`src/design/nabp_pkg.sv`:
```
`default_nettype none

package nabp_pkg;

    // projection line geometry
    localparam int line_size = 128;
    localparam int s_width = 7;

    // sample and pixel widths
    localparam int sample_width = 12;
    localparam int pixel_width = sample_width + 1;

    // mapper accumulator, signed fixed point
    localparam int accu_width = 18;
    localparam int accu_frac = 8;
    localparam int accu_int_width = accu_width - accu_frac;

    // row pass counter, wide enough to hold line_size
    localparam int pixel_count_width = 8;

    // cycles from shift_en to pixel_valid
    localparam int pipe_latency = 2;
    localparam int drain_width = 2;

    // projection line address
    typedef logic [s_width-1:0] s_val_t;

    // one projection sample, unsigned
    typedef logic [sample_width-1:0] sample_t;

    // sum of two angle contributions
    typedef logic [pixel_width-1:0] pixel_t;

    // two's complement, accu_frac fractional bits
    typedef logic signed [accu_width-1:0] accu_t;

    typedef logic [pixel_count_width-1:0] pixel_count_t;

    typedef logic [drain_width-1:0] drain_count_t;

    typedef enum logic
    {
        ready_s,
        mapping_s
    } mapper_state_t;

endpackage

`default_nettype wire

```
`src/design/nabp_shifter.sv`:
```
`timescale 1ns/1ps
`default_nettype none

module nabp_shifter
(
    input  logic clk,
    input  logic reset_n,
    input  logic start,
    output logic kick,
    output logic shift_en,
    output logic done,
    output logic busy
);
    import nabp_pkg::*;

    pixel_count_t shift_count;
    logic running;
    drain_count_t drain_count;
    logic start_accepted;

    // a start during a pass is dropped
    assign start_accepted = start && !busy;

    always_ff @(posedge clk)
    begin
        if (!reset_n)
        begin
            kick <= 1'b0;
        end
        else
        begin
            kick <= start_accepted;
        end
    end

    // shift phase, one cycle per pixel of the row
    always_ff @(posedge clk)
    begin
        if (!reset_n)
        begin
            running <= 1'b0;
            shift_count <= '0;
        end
        else if (kick)
        begin
            running <= 1'b1;
            shift_count <= '0;
        end
        else if (running)
        begin
            shift_count <= shift_count + 1'b1;
            if (done)
            begin
                running <= 1'b0;
            end
        end
    end

    assign shift_en = running;
    assign done = running && (shift_count == pixel_count_t'(line_size - 1));

    // keep busy while the last pixels pass through the read and sum stages
    always_ff @(posedge clk)
    begin
        if (!reset_n)
        begin
            drain_count <= '0;
        end
        else if (done)
        begin
            drain_count <= drain_count_t'(pipe_latency);
        end
        else if (drain_count != '0)
        begin
            drain_count <= drain_count - 1'b1;
        end
    end

    assign busy = kick || running || (drain_count != '0);

endmodule

`default_nettype wire

```
`src/design/nabp_mapper.sv`:
```
`timescale 1ns/1ps
`default_nettype none

module nabp_mapper
(
    input  logic             clk,
    input  logic             reset_n,
    input  nabp_pkg::accu_t  accu_init,
    input  nabp_pkg::accu_t  accu_base,
    input  logic             kick,
    input  logic             shift_en,
    input  logic             done,
    output nabp_pkg::s_val_t s_val,
    output logic             in_range,
    output logic             rm_en
);
    import nabp_pkg::*;

    mapper_state_t state;
    mapper_state_t next_state;
    accu_t accu;
    logic [accu_int_width-1:0] accu_floor;

    always_ff @(posedge clk)
    begin
        if (!reset_n)
        begin
            state <= ready_s;
        end
        else
        begin
            state <= next_state;
        end
    end

    always_comb
    begin
        next_state = state;
        case (state)
            ready_s:
            begin
                if (kick)
                begin
                    next_state = mapping_s;
                end
            end
            mapping_s:
            begin
                if (done)
                begin
                    next_state = ready_s;
                end
            end
            default:
            begin
                next_state = ready_s;
            end
        endcase
    end

    // preload while idle so pixel 0 sees the initial value
    always_ff @(posedge clk)
    begin
        if (state == ready_s)
        begin
            accu <= accu_init;
        end
        else if (shift_en)
        begin
            accu <= accu + accu_base;
        end
    end

    // dropping the fraction bits floors toward minus infinity
    assign accu_floor = accu[accu_width-1:accu_frac];
    assign s_val = accu_floor[s_width-1:0];

    // non-negative and no bits set above the line address
    assign in_range = (state == mapping_s)
                   && !accu_floor[accu_int_width-1]
                   && (accu_floor[accu_int_width-2:s_width] == '0);

    assign rm_en = shift_en;

endmodule

`default_nettype wire

```
`src/design/nabp_line_buffer.sv`:
```
`timescale 1ns/1ps
`default_nettype none

module nabp_line_buffer
(
    input  logic              clk,
    input  logic              reset_n,
    input  logic              wr_en,
    input  nabp_pkg::s_val_t  wr_addr,
    input  nabp_pkg::sample_t wr_data,
    input  logic              rd_en,
    input  logic              rd_in_range,
    input  nabp_pkg::s_val_t  rd_addr,
    output nabp_pkg::sample_t rd_data,
    output logic              rd_valid
);
    import nabp_pkg::*;

    sample_t mem [line_size];

    always_ff @(posedge clk)
    begin
        if (wr_en)
        begin
            mem[wr_addr] <= wr_data;
        end
    end

    always_ff @(posedge clk)
    begin
        if (rd_en)
        begin
            rd_data <= mem[rd_addr];
        end
    end

    // out of range reads still fetch, but are flagged invalid
    always_ff @(posedge clk)
    begin
        if (!reset_n)
        begin
            rd_valid <= 1'b0;
        end
        else
        begin
            rd_valid <= rd_en && rd_in_range;
        end
    end

endmodule

`default_nettype wire

```
`src/design/nabp_pixel_accumulator.sv`:
```
`timescale 1ns/1ps
`default_nettype none

module nabp_pixel_accumulator
(
    input  logic              clk,
    input  logic              reset_n,
    input  logic              pixel_en,
    input  nabp_pkg::sample_t data_a,
    input  nabp_pkg::sample_t data_b,
    input  logic              valid_a,
    input  logic              valid_b,
    output nabp_pkg::pixel_t  pixel_value,
    output logic              pixel_valid
);
    import nabp_pkg::*;

    logic pixel_en_d;
    sample_t contrib_a;
    sample_t contrib_b;

    // line up with the registered line buffer read
    always_ff @(posedge clk)
    begin
        if (!reset_n)
        begin
            pixel_en_d <= 1'b0;
        end
        else
        begin
            pixel_en_d <= pixel_en;
        end
    end

    // an address off the line adds nothing
    assign contrib_a = valid_a ? data_a : '0;
    assign contrib_b = valid_b ? data_b : '0;

    always_ff @(posedge clk)
    begin
        if (pixel_en_d)
        begin
            pixel_value <= pixel_t'(contrib_a) + pixel_t'(contrib_b);
        end
    end

    always_ff @(posedge clk)
    begin
        if (!reset_n)
        begin
            pixel_valid <= 1'b0;
        end
        else
        begin
            pixel_valid <= pixel_en_d;
        end
    end

endmodule

`default_nettype wire

```
`src/design/nabp_top.sv`:
```
`timescale 1ns/1ps
`default_nettype none

module nabp_top
(
    input  logic              clk,
    input  logic              reset_n,
    input  logic              start,
    input  logic              line_wr_en,
    input  logic              line_wr_sel,
    input  nabp_pkg::s_val_t  line_wr_addr,
    input  nabp_pkg::sample_t line_wr_data,
    input  nabp_pkg::accu_t   accu_init_a,
    input  nabp_pkg::accu_t   accu_base_a,
    input  nabp_pkg::accu_t   accu_init_b,
    input  nabp_pkg::accu_t   accu_base_b,
    output logic              busy,
    output logic              pixel_valid,
    output nabp_pkg::pixel_t  pixel_value
);
    import nabp_pkg::*;

    // shifter to mappers
    logic kick;
    logic shift_en;
    logic done;

    // mapper a to line buffer a
    s_val_t s_val_a;
    logic in_range_a;
    logic rm_en_a;

    // mapper b to line buffer b
    s_val_t s_val_b;
    logic in_range_b;
    logic rm_en_b;

    // line buffers to accumulator
    sample_t rd_data_a;
    sample_t rd_data_b;
    logic rd_valid_a;
    logic rd_valid_b;

    nabp_shifter i_shifter
    (
        .clk      (clk),
        .reset_n  (reset_n),
        .start    (start),
        .kick     (kick),
        .shift_en (shift_en),
        .done     (done),
        .busy     (busy)
    );

    nabp_mapper i_mapper_a
    (
        .clk       (clk),
        .reset_n   (reset_n),
        .accu_init (accu_init_a),
        .accu_base (accu_base_a),
        .kick      (kick),
        .shift_en  (shift_en),
        .done      (done),
        .s_val     (s_val_a),
        .in_range  (in_range_a),
        .rm_en     (rm_en_a)
    );

    nabp_mapper i_mapper_b
    (
        .clk       (clk),
        .reset_n   (reset_n),
        .accu_init (accu_init_b),
        .accu_base (accu_base_b),
        .kick      (kick),
        .shift_en  (shift_en),
        .done      (done),
        .s_val     (s_val_b),
        .in_range  (in_range_b),
        .rm_en     (rm_en_b)
    );

    // line_wr_sel low writes angle a, high writes angle b
    nabp_line_buffer i_line_buffer_a
    (
        .clk         (clk),
        .reset_n     (reset_n),
        .wr_en       (line_wr_en && !line_wr_sel),
        .wr_addr     (line_wr_addr),
        .wr_data     (line_wr_data),
        .rd_en       (rm_en_a),
        .rd_in_range (in_range_a),
        .rd_addr     (s_val_a),
        .rd_data     (rd_data_a),
        .rd_valid    (rd_valid_a)
    );

    nabp_line_buffer i_line_buffer_b
    (
        .clk         (clk),
        .reset_n     (reset_n),
        .wr_en       (line_wr_en && line_wr_sel),
        .wr_addr     (line_wr_addr),
        .wr_data     (line_wr_data),
        .rd_en       (rm_en_b),
        .rd_in_range (in_range_b),
        .rd_addr     (s_val_b),
        .rd_data     (rd_data_b),
        .rd_valid    (rd_valid_b)
    );

    // pixel timing follows the shifter, not the per angle valids
    nabp_pixel_accumulator i_pixel_accumulator
    (
        .clk         (clk),
        .reset_n     (reset_n),
        .pixel_en    (shift_en),
        .data_a      (rd_data_a),
        .data_b      (rd_data_b),
        .valid_a     (rd_valid_a),
        .valid_b     (rd_valid_b),
        .pixel_value (pixel_value),
        .pixel_valid (pixel_valid)
    );

endmodule

`default_nettype wire

```
`config.mk`:
```
export PLATFORM = sky130hd
export DESIGN_NAME = nabp_top
export DESIGN_NICKNAME = d
export VERILOG_FILES = /design/src/design/nabp_pkg.sv /design/src/design/nabp_shifter.sv /design/src/design/nabp_mapper.sv /design/src/design/nabp_line_buffer.sv /design/src/design/nabp_pixel_accumulator.sv /design/src/design/nabp_top.sv
export SDC_FILE = /design/constraint.sdc
export NUM_CORES = 2
export LEC_CHECK = 0
export CAP_MARGIN = 20
export CORE_ASPECT_RATIO = 0.8
export CORE_MARGIN = 2
export CORE_UTILIZATION = 55
export CTS_BUF_LIST = sky130_fd_sc_hd__clkbuf_16
export DETAILED_ROUTE_END_ITERATION = 8
export DONT_BUFFER_PORTS = 1
export PLACE_DENSITY_LB_ADDON = 0.25
export SETUP_SLACK_MARGIN = 0.05
export SYNTH_ARGS = -nofsm -noshare
export SYNTH_HDL_FRONTEND = slang
export SYNTH_SLANG_ARGS = --single-unit
```
`constraint.sdc`:
```
create_clock -name clk -period 3.48 [get_ports clk]
set_input_delay 0.174 -clock clk [delete_from_list [all_inputs] [get_ports clk]]
set_output_delay 0.174 -clock clk [all_outputs]
set_load 0.02 [all_outputs]
```
==> results.yml <==
synth:
  synth_top_family_by_area: "multiplexers"
  synth.avg_cell_area_um2: 20.7
  synth_compound_area_frac: 0.0491
  synthFlopType: "edfxtp_1"
  ys_seq_elements: 3163
  synthMuxAreaShare: 0.140
  synth_cell_types: 67
  synth-seq-area-share: 0.769
  syn_area_um2: 123000
  postSynthCellCount: 5966
  ys_warn_count: 0
  yosys.area_share.xor_xnor: 0.00263
  synth_fp_nets: 6112
  synth-simple-area-share: 0.0203
  synth_fa_ha_area_frac: 0.00526
  synth_edf_count: 3145
  ys_async_sr_fraction: 0
flow_run:
  cap_viol_max_count: 0
grt:
  grt_first_pass_wirelength_um: 434000
  grt_pass1_vias: 61500
  grt_use_total: 0.263
  antenna_found_initial: 11
  grt-ovfl-total: 0
  grt_max_degree: 257
sta:
  tightest_slew_ps: 1600
  timing.final.crit_share: 0.967
  tns_ps: 0
  min_period_ps: 3370
  final-hold-violation-count: 11
  slew_headroom: -0.0646
  max_freq_mhz: 297
  finalMaxSlewViolations: 67
  setup_viol: 0
  rsz0062_at_grt: "true"
  whs_ps: -36.8
  setup_slack_ps: 114
  worst_clock_skew_ps: 60.5
worst_setup_path:
  critical_path.startpoint: "i_mapper_a.accu[8]"
  cp-end-kind: "flip-flop"
  crit_path_start_kind: "flip-flop"
  required_ps: 4020
  cp_max_fo: 24
  worstReg2RegStart: "i_mapper_a.accu[8]"
  reg2reg_depth: 8
  slowest_delay_ps: 530
  crit_type: "flip-flop to flip-flop"
  crit_top_cell: "buf_12"
  cp_slowest_cell: "mux4_2"
  critPathBufInv: 3
  r2r_end: "i_line_buffer_a.rd_data[0]"
  r2r_setup_slack_ps: 110
  critPathTopFamily: "compound AO/OA/AOI/OAI gates"
  crit_arrival_ps: 3910
  cp_cell_sequence: "buf_12 -> buf_4 -> buf_12 -> mux4_2 -> a22oi_1 -> o21ai_0 -> nor2_1 -> o221ai_2"
min_path:
  holdPathStages: 1
  min_to: "i_line_buffer_a.mem[87][3]"
  min_from: "line_wr_data[3]"
  hold_path_class: "primary input to flip-flop"
power_and_ir_drop:
  p_seq_frac: 0.497
  intPower_mw: 65.0
  clockPowerShare: 0.381
  pwr_density_cell_nw_per_um2: 606
  netSwitchingFraction: 0.238
  p_leak_nw: 45.3
  ir_worst_vdd_uv: 369
  pwr-share-comb: 0.123
  p_sw_mw: 20.3
finish:
  postLayoutCellArea_um2: 141000
  fin_nets: 6643
  fin_cells: 9722
  drive_above_1_share: 0.261
  syn2layout_area_growth_pct: 14.1
place:
  place_hpwl_um: 174000
  dp_slack_ps: -147
  placed_area_um2: 129000
  port_buffers: 0
  dp.cells: 9059
  place.gp.congestion: 0.894
clocking:
  htree_levels: 5
  clk_pin_slew_ps: 60
  cts_sinks: 3163
  clockBufferDepth: 4
  insertion_delay_ps: 870
  root_buffer: "clkbuf_16"
  cts_tree: "built"
  post_cts_buffers: 0
  cts_buffers: 306
routing:
  vias_per_cell: 6.47
  drtIter0Drc: 9072
  dr.pass1.iters: 7
  num_vias: 62900
  post-route-drc-count: 0
  postRouteAntennaNets: 0
  wire_per_inst_um: 30.9
  totalWireLength_um: 301000
floorplan:
  coreArea_um2: 223000
  io_pins: 111
  dieHeight_um: 427
  initial_core_util: 0.553
  num_rows: 155
  die_w_um: 533
  fp.dieArea_um2: 228000
status:
  status: "finished, violations left"
  violations: "hold timing, slew limit"
-- metal layers --
metal / share of wire / GRT usage / vias up
met5: 0.00019 / 0 / -
met4: 0.024 / 0.0626 / 10
met3: 0.11 / 0.0612 / 413
met2: 0.45 / 0.383 / 3397
met1: 0.41 / 0.405 / 33100
li1: - / - / 26100
-- worst register-to-register path: stages, from the launching register on --
cell and delay, ps:
edfxtp_1 410, buf_12 220, buf_4 260, buf_12 240, mux4_2 550, a22oi_1 390
o21ai_0 160, nor2_1 510, o221ai_2 320
-- state kept, by name (all words and copies together), names as in the netlist, 2 cells and up --
signal and flops:
i_mapper_a.accu 18, i_line_buffer_a.rd_data 12, i_shifter.drain_count 2, i_shifter.shift_count 8, i_mapper_b.accu 18, i_line_buffer_b.mem 1536, i_pixel_accumulator.pixel_value 13, i_line_buffer_b.rd_data 12
i_line_buffer_a.mem 1536
-- power by group through the flow --
stage / Combinational (mW) / Clock (mW) / Sequential (mW)
after floorplan: 6.14 / 0 / 43.0
after global placement: 9.37 / 0 / 43.1
after detailed placement: 9.44 / 0 / 43.1
after CTS: 10.3 / 32.9 / 42.3
after global routing: 11.0 / 34.3 / 42.3
final: 10.4 / 32.4 / 42.3
-- worst max-delay path by stage --
stage	end	slack (ps)	cells past startpoint
after global routing	i_line_buffer_b.rd_data[4]	50	8
after CTS	i_mapper_b.accu[14]	70	10
after floorplan	i_pixel_accumulator.pixel_value[12]	700	10
final	i_line_buffer_a.rd_data[0]	110	8
after global placement	i_line_buffer_a.rd_data[0]	-140	10
after detailed placement	i_line_buffer_a.rd_data[0]	-150	10
-- area by class of cell --
cell class / instances / area, µm²
Antenna cell: 7 / 17.5
Clock buffer: 319 / 7980
Clock inverter: 224 / 1760
Fill cell: 14800 / 82300
Inverter: 13 / 48.8
Multi-Input combinational cell: 2446 / 27000
Sequential cell: 3163 / 94800
Tap cell: 2983 / 3730
Timing Repair Buffer: 567 / 5390
-- layout by cell type (no fill, tap or decap), types with 48 or more instances in the layout --
master	instances
clkbuf_16	319
inv_1	60
a21oi_1	83
o221ai_1	72
buf_4	411
o22ai_1	71
mux2i_1	194
o21ai_0	121
clkinv_2	49
clkinv_1	74
a22oi_1	240
edfxtp_1	3145
mux2_2	211
mux4_2	576
a22o_1	48
nor2_1	344
dlygate4sd3_1	95
a221o_1	49
-- cells by family (layout without fill, tap and decap cells) --
family,count (synthesis),in the layout
buffers and inverters,357,1123
AO/OA/AOI/OAI,818,818
other,0,7
XOR/XNOR,37,37
multiplexers,981,981
adder cells (fa/ha/maj),50,50
AND/OR/NAND/NOR,560,560
flip-flops,3163,3163
-- Yosys cell counts, drive strengths merged (4+ instances only) --
cell / count / area share
nor2: 349 / 0.011
nor3b: 4 / 0.00024
nand2: 50 / 0.0015
o21ai: 122 / 0.0050
nand4: 8 / 0.00041
o22ai: 73 / 0.0037
nor3: 39 / 0.0019
a221oi: 48 / 0.0046
a221o: 49 / 0.0040
a21oi: 83 / 0.0034
or2: 5 / 0.00025
a211o: 4 / 0.00028
nand3b: 5 / 0.00030
a211oi: 13 / 0.00079
o21a: 13 / 0.00079
xor2: 18 / 0.0013
o221ai: 73 / 0.0052
nand3: 18 / 0.00073
mux2: 211 / 0.019
and2: 33 / 0.0017
inv: 11 / 0.00033
mux2i: 194 / 0.016
ha: 47 / 0.0048
a2111oi: 4 / 0.00028
a22o: 48 / 0.0034
dfxtp: 18 / 0.0029
nand2b: 10 / 0.00051
buf: 158 / 0.0074
or3: 5 / 0.00025
xnor2: 19 / 0.0013
o211ai: 4 / 0.00024
nor2b: 21 / 0.0011
edfxtp: 3145 / 0.77
a22oi: 240 / 0.015
clkbuf: 186 / 0.0057
and3: 4 / 0.00020
mux4: 576 / 0.11
a21o: 21 / 0.0013
-- per-stage QoR --
step | util | power (mW)
floorplan | - | 49.1
CTS | 0.630 | 85.5
finish | 0.631 | 85.2
global route | 0.631 | 87.6
global placement | 0.580 | 52.5
detailed placement | 0.580 | 52.6
-- timing repair --
action / 4_1_cts / 5_1_grt
endpoints found under the hold margin: 3137 / 399
endpoints found under the setup margin: 2 / 18
cloned: 0 / 0
gates resized for setup: 4 / 13
pin swaps: 0 / 1
hold buffers: 99 / 8
Note: power is estimated with default switching activity, not from simulation.
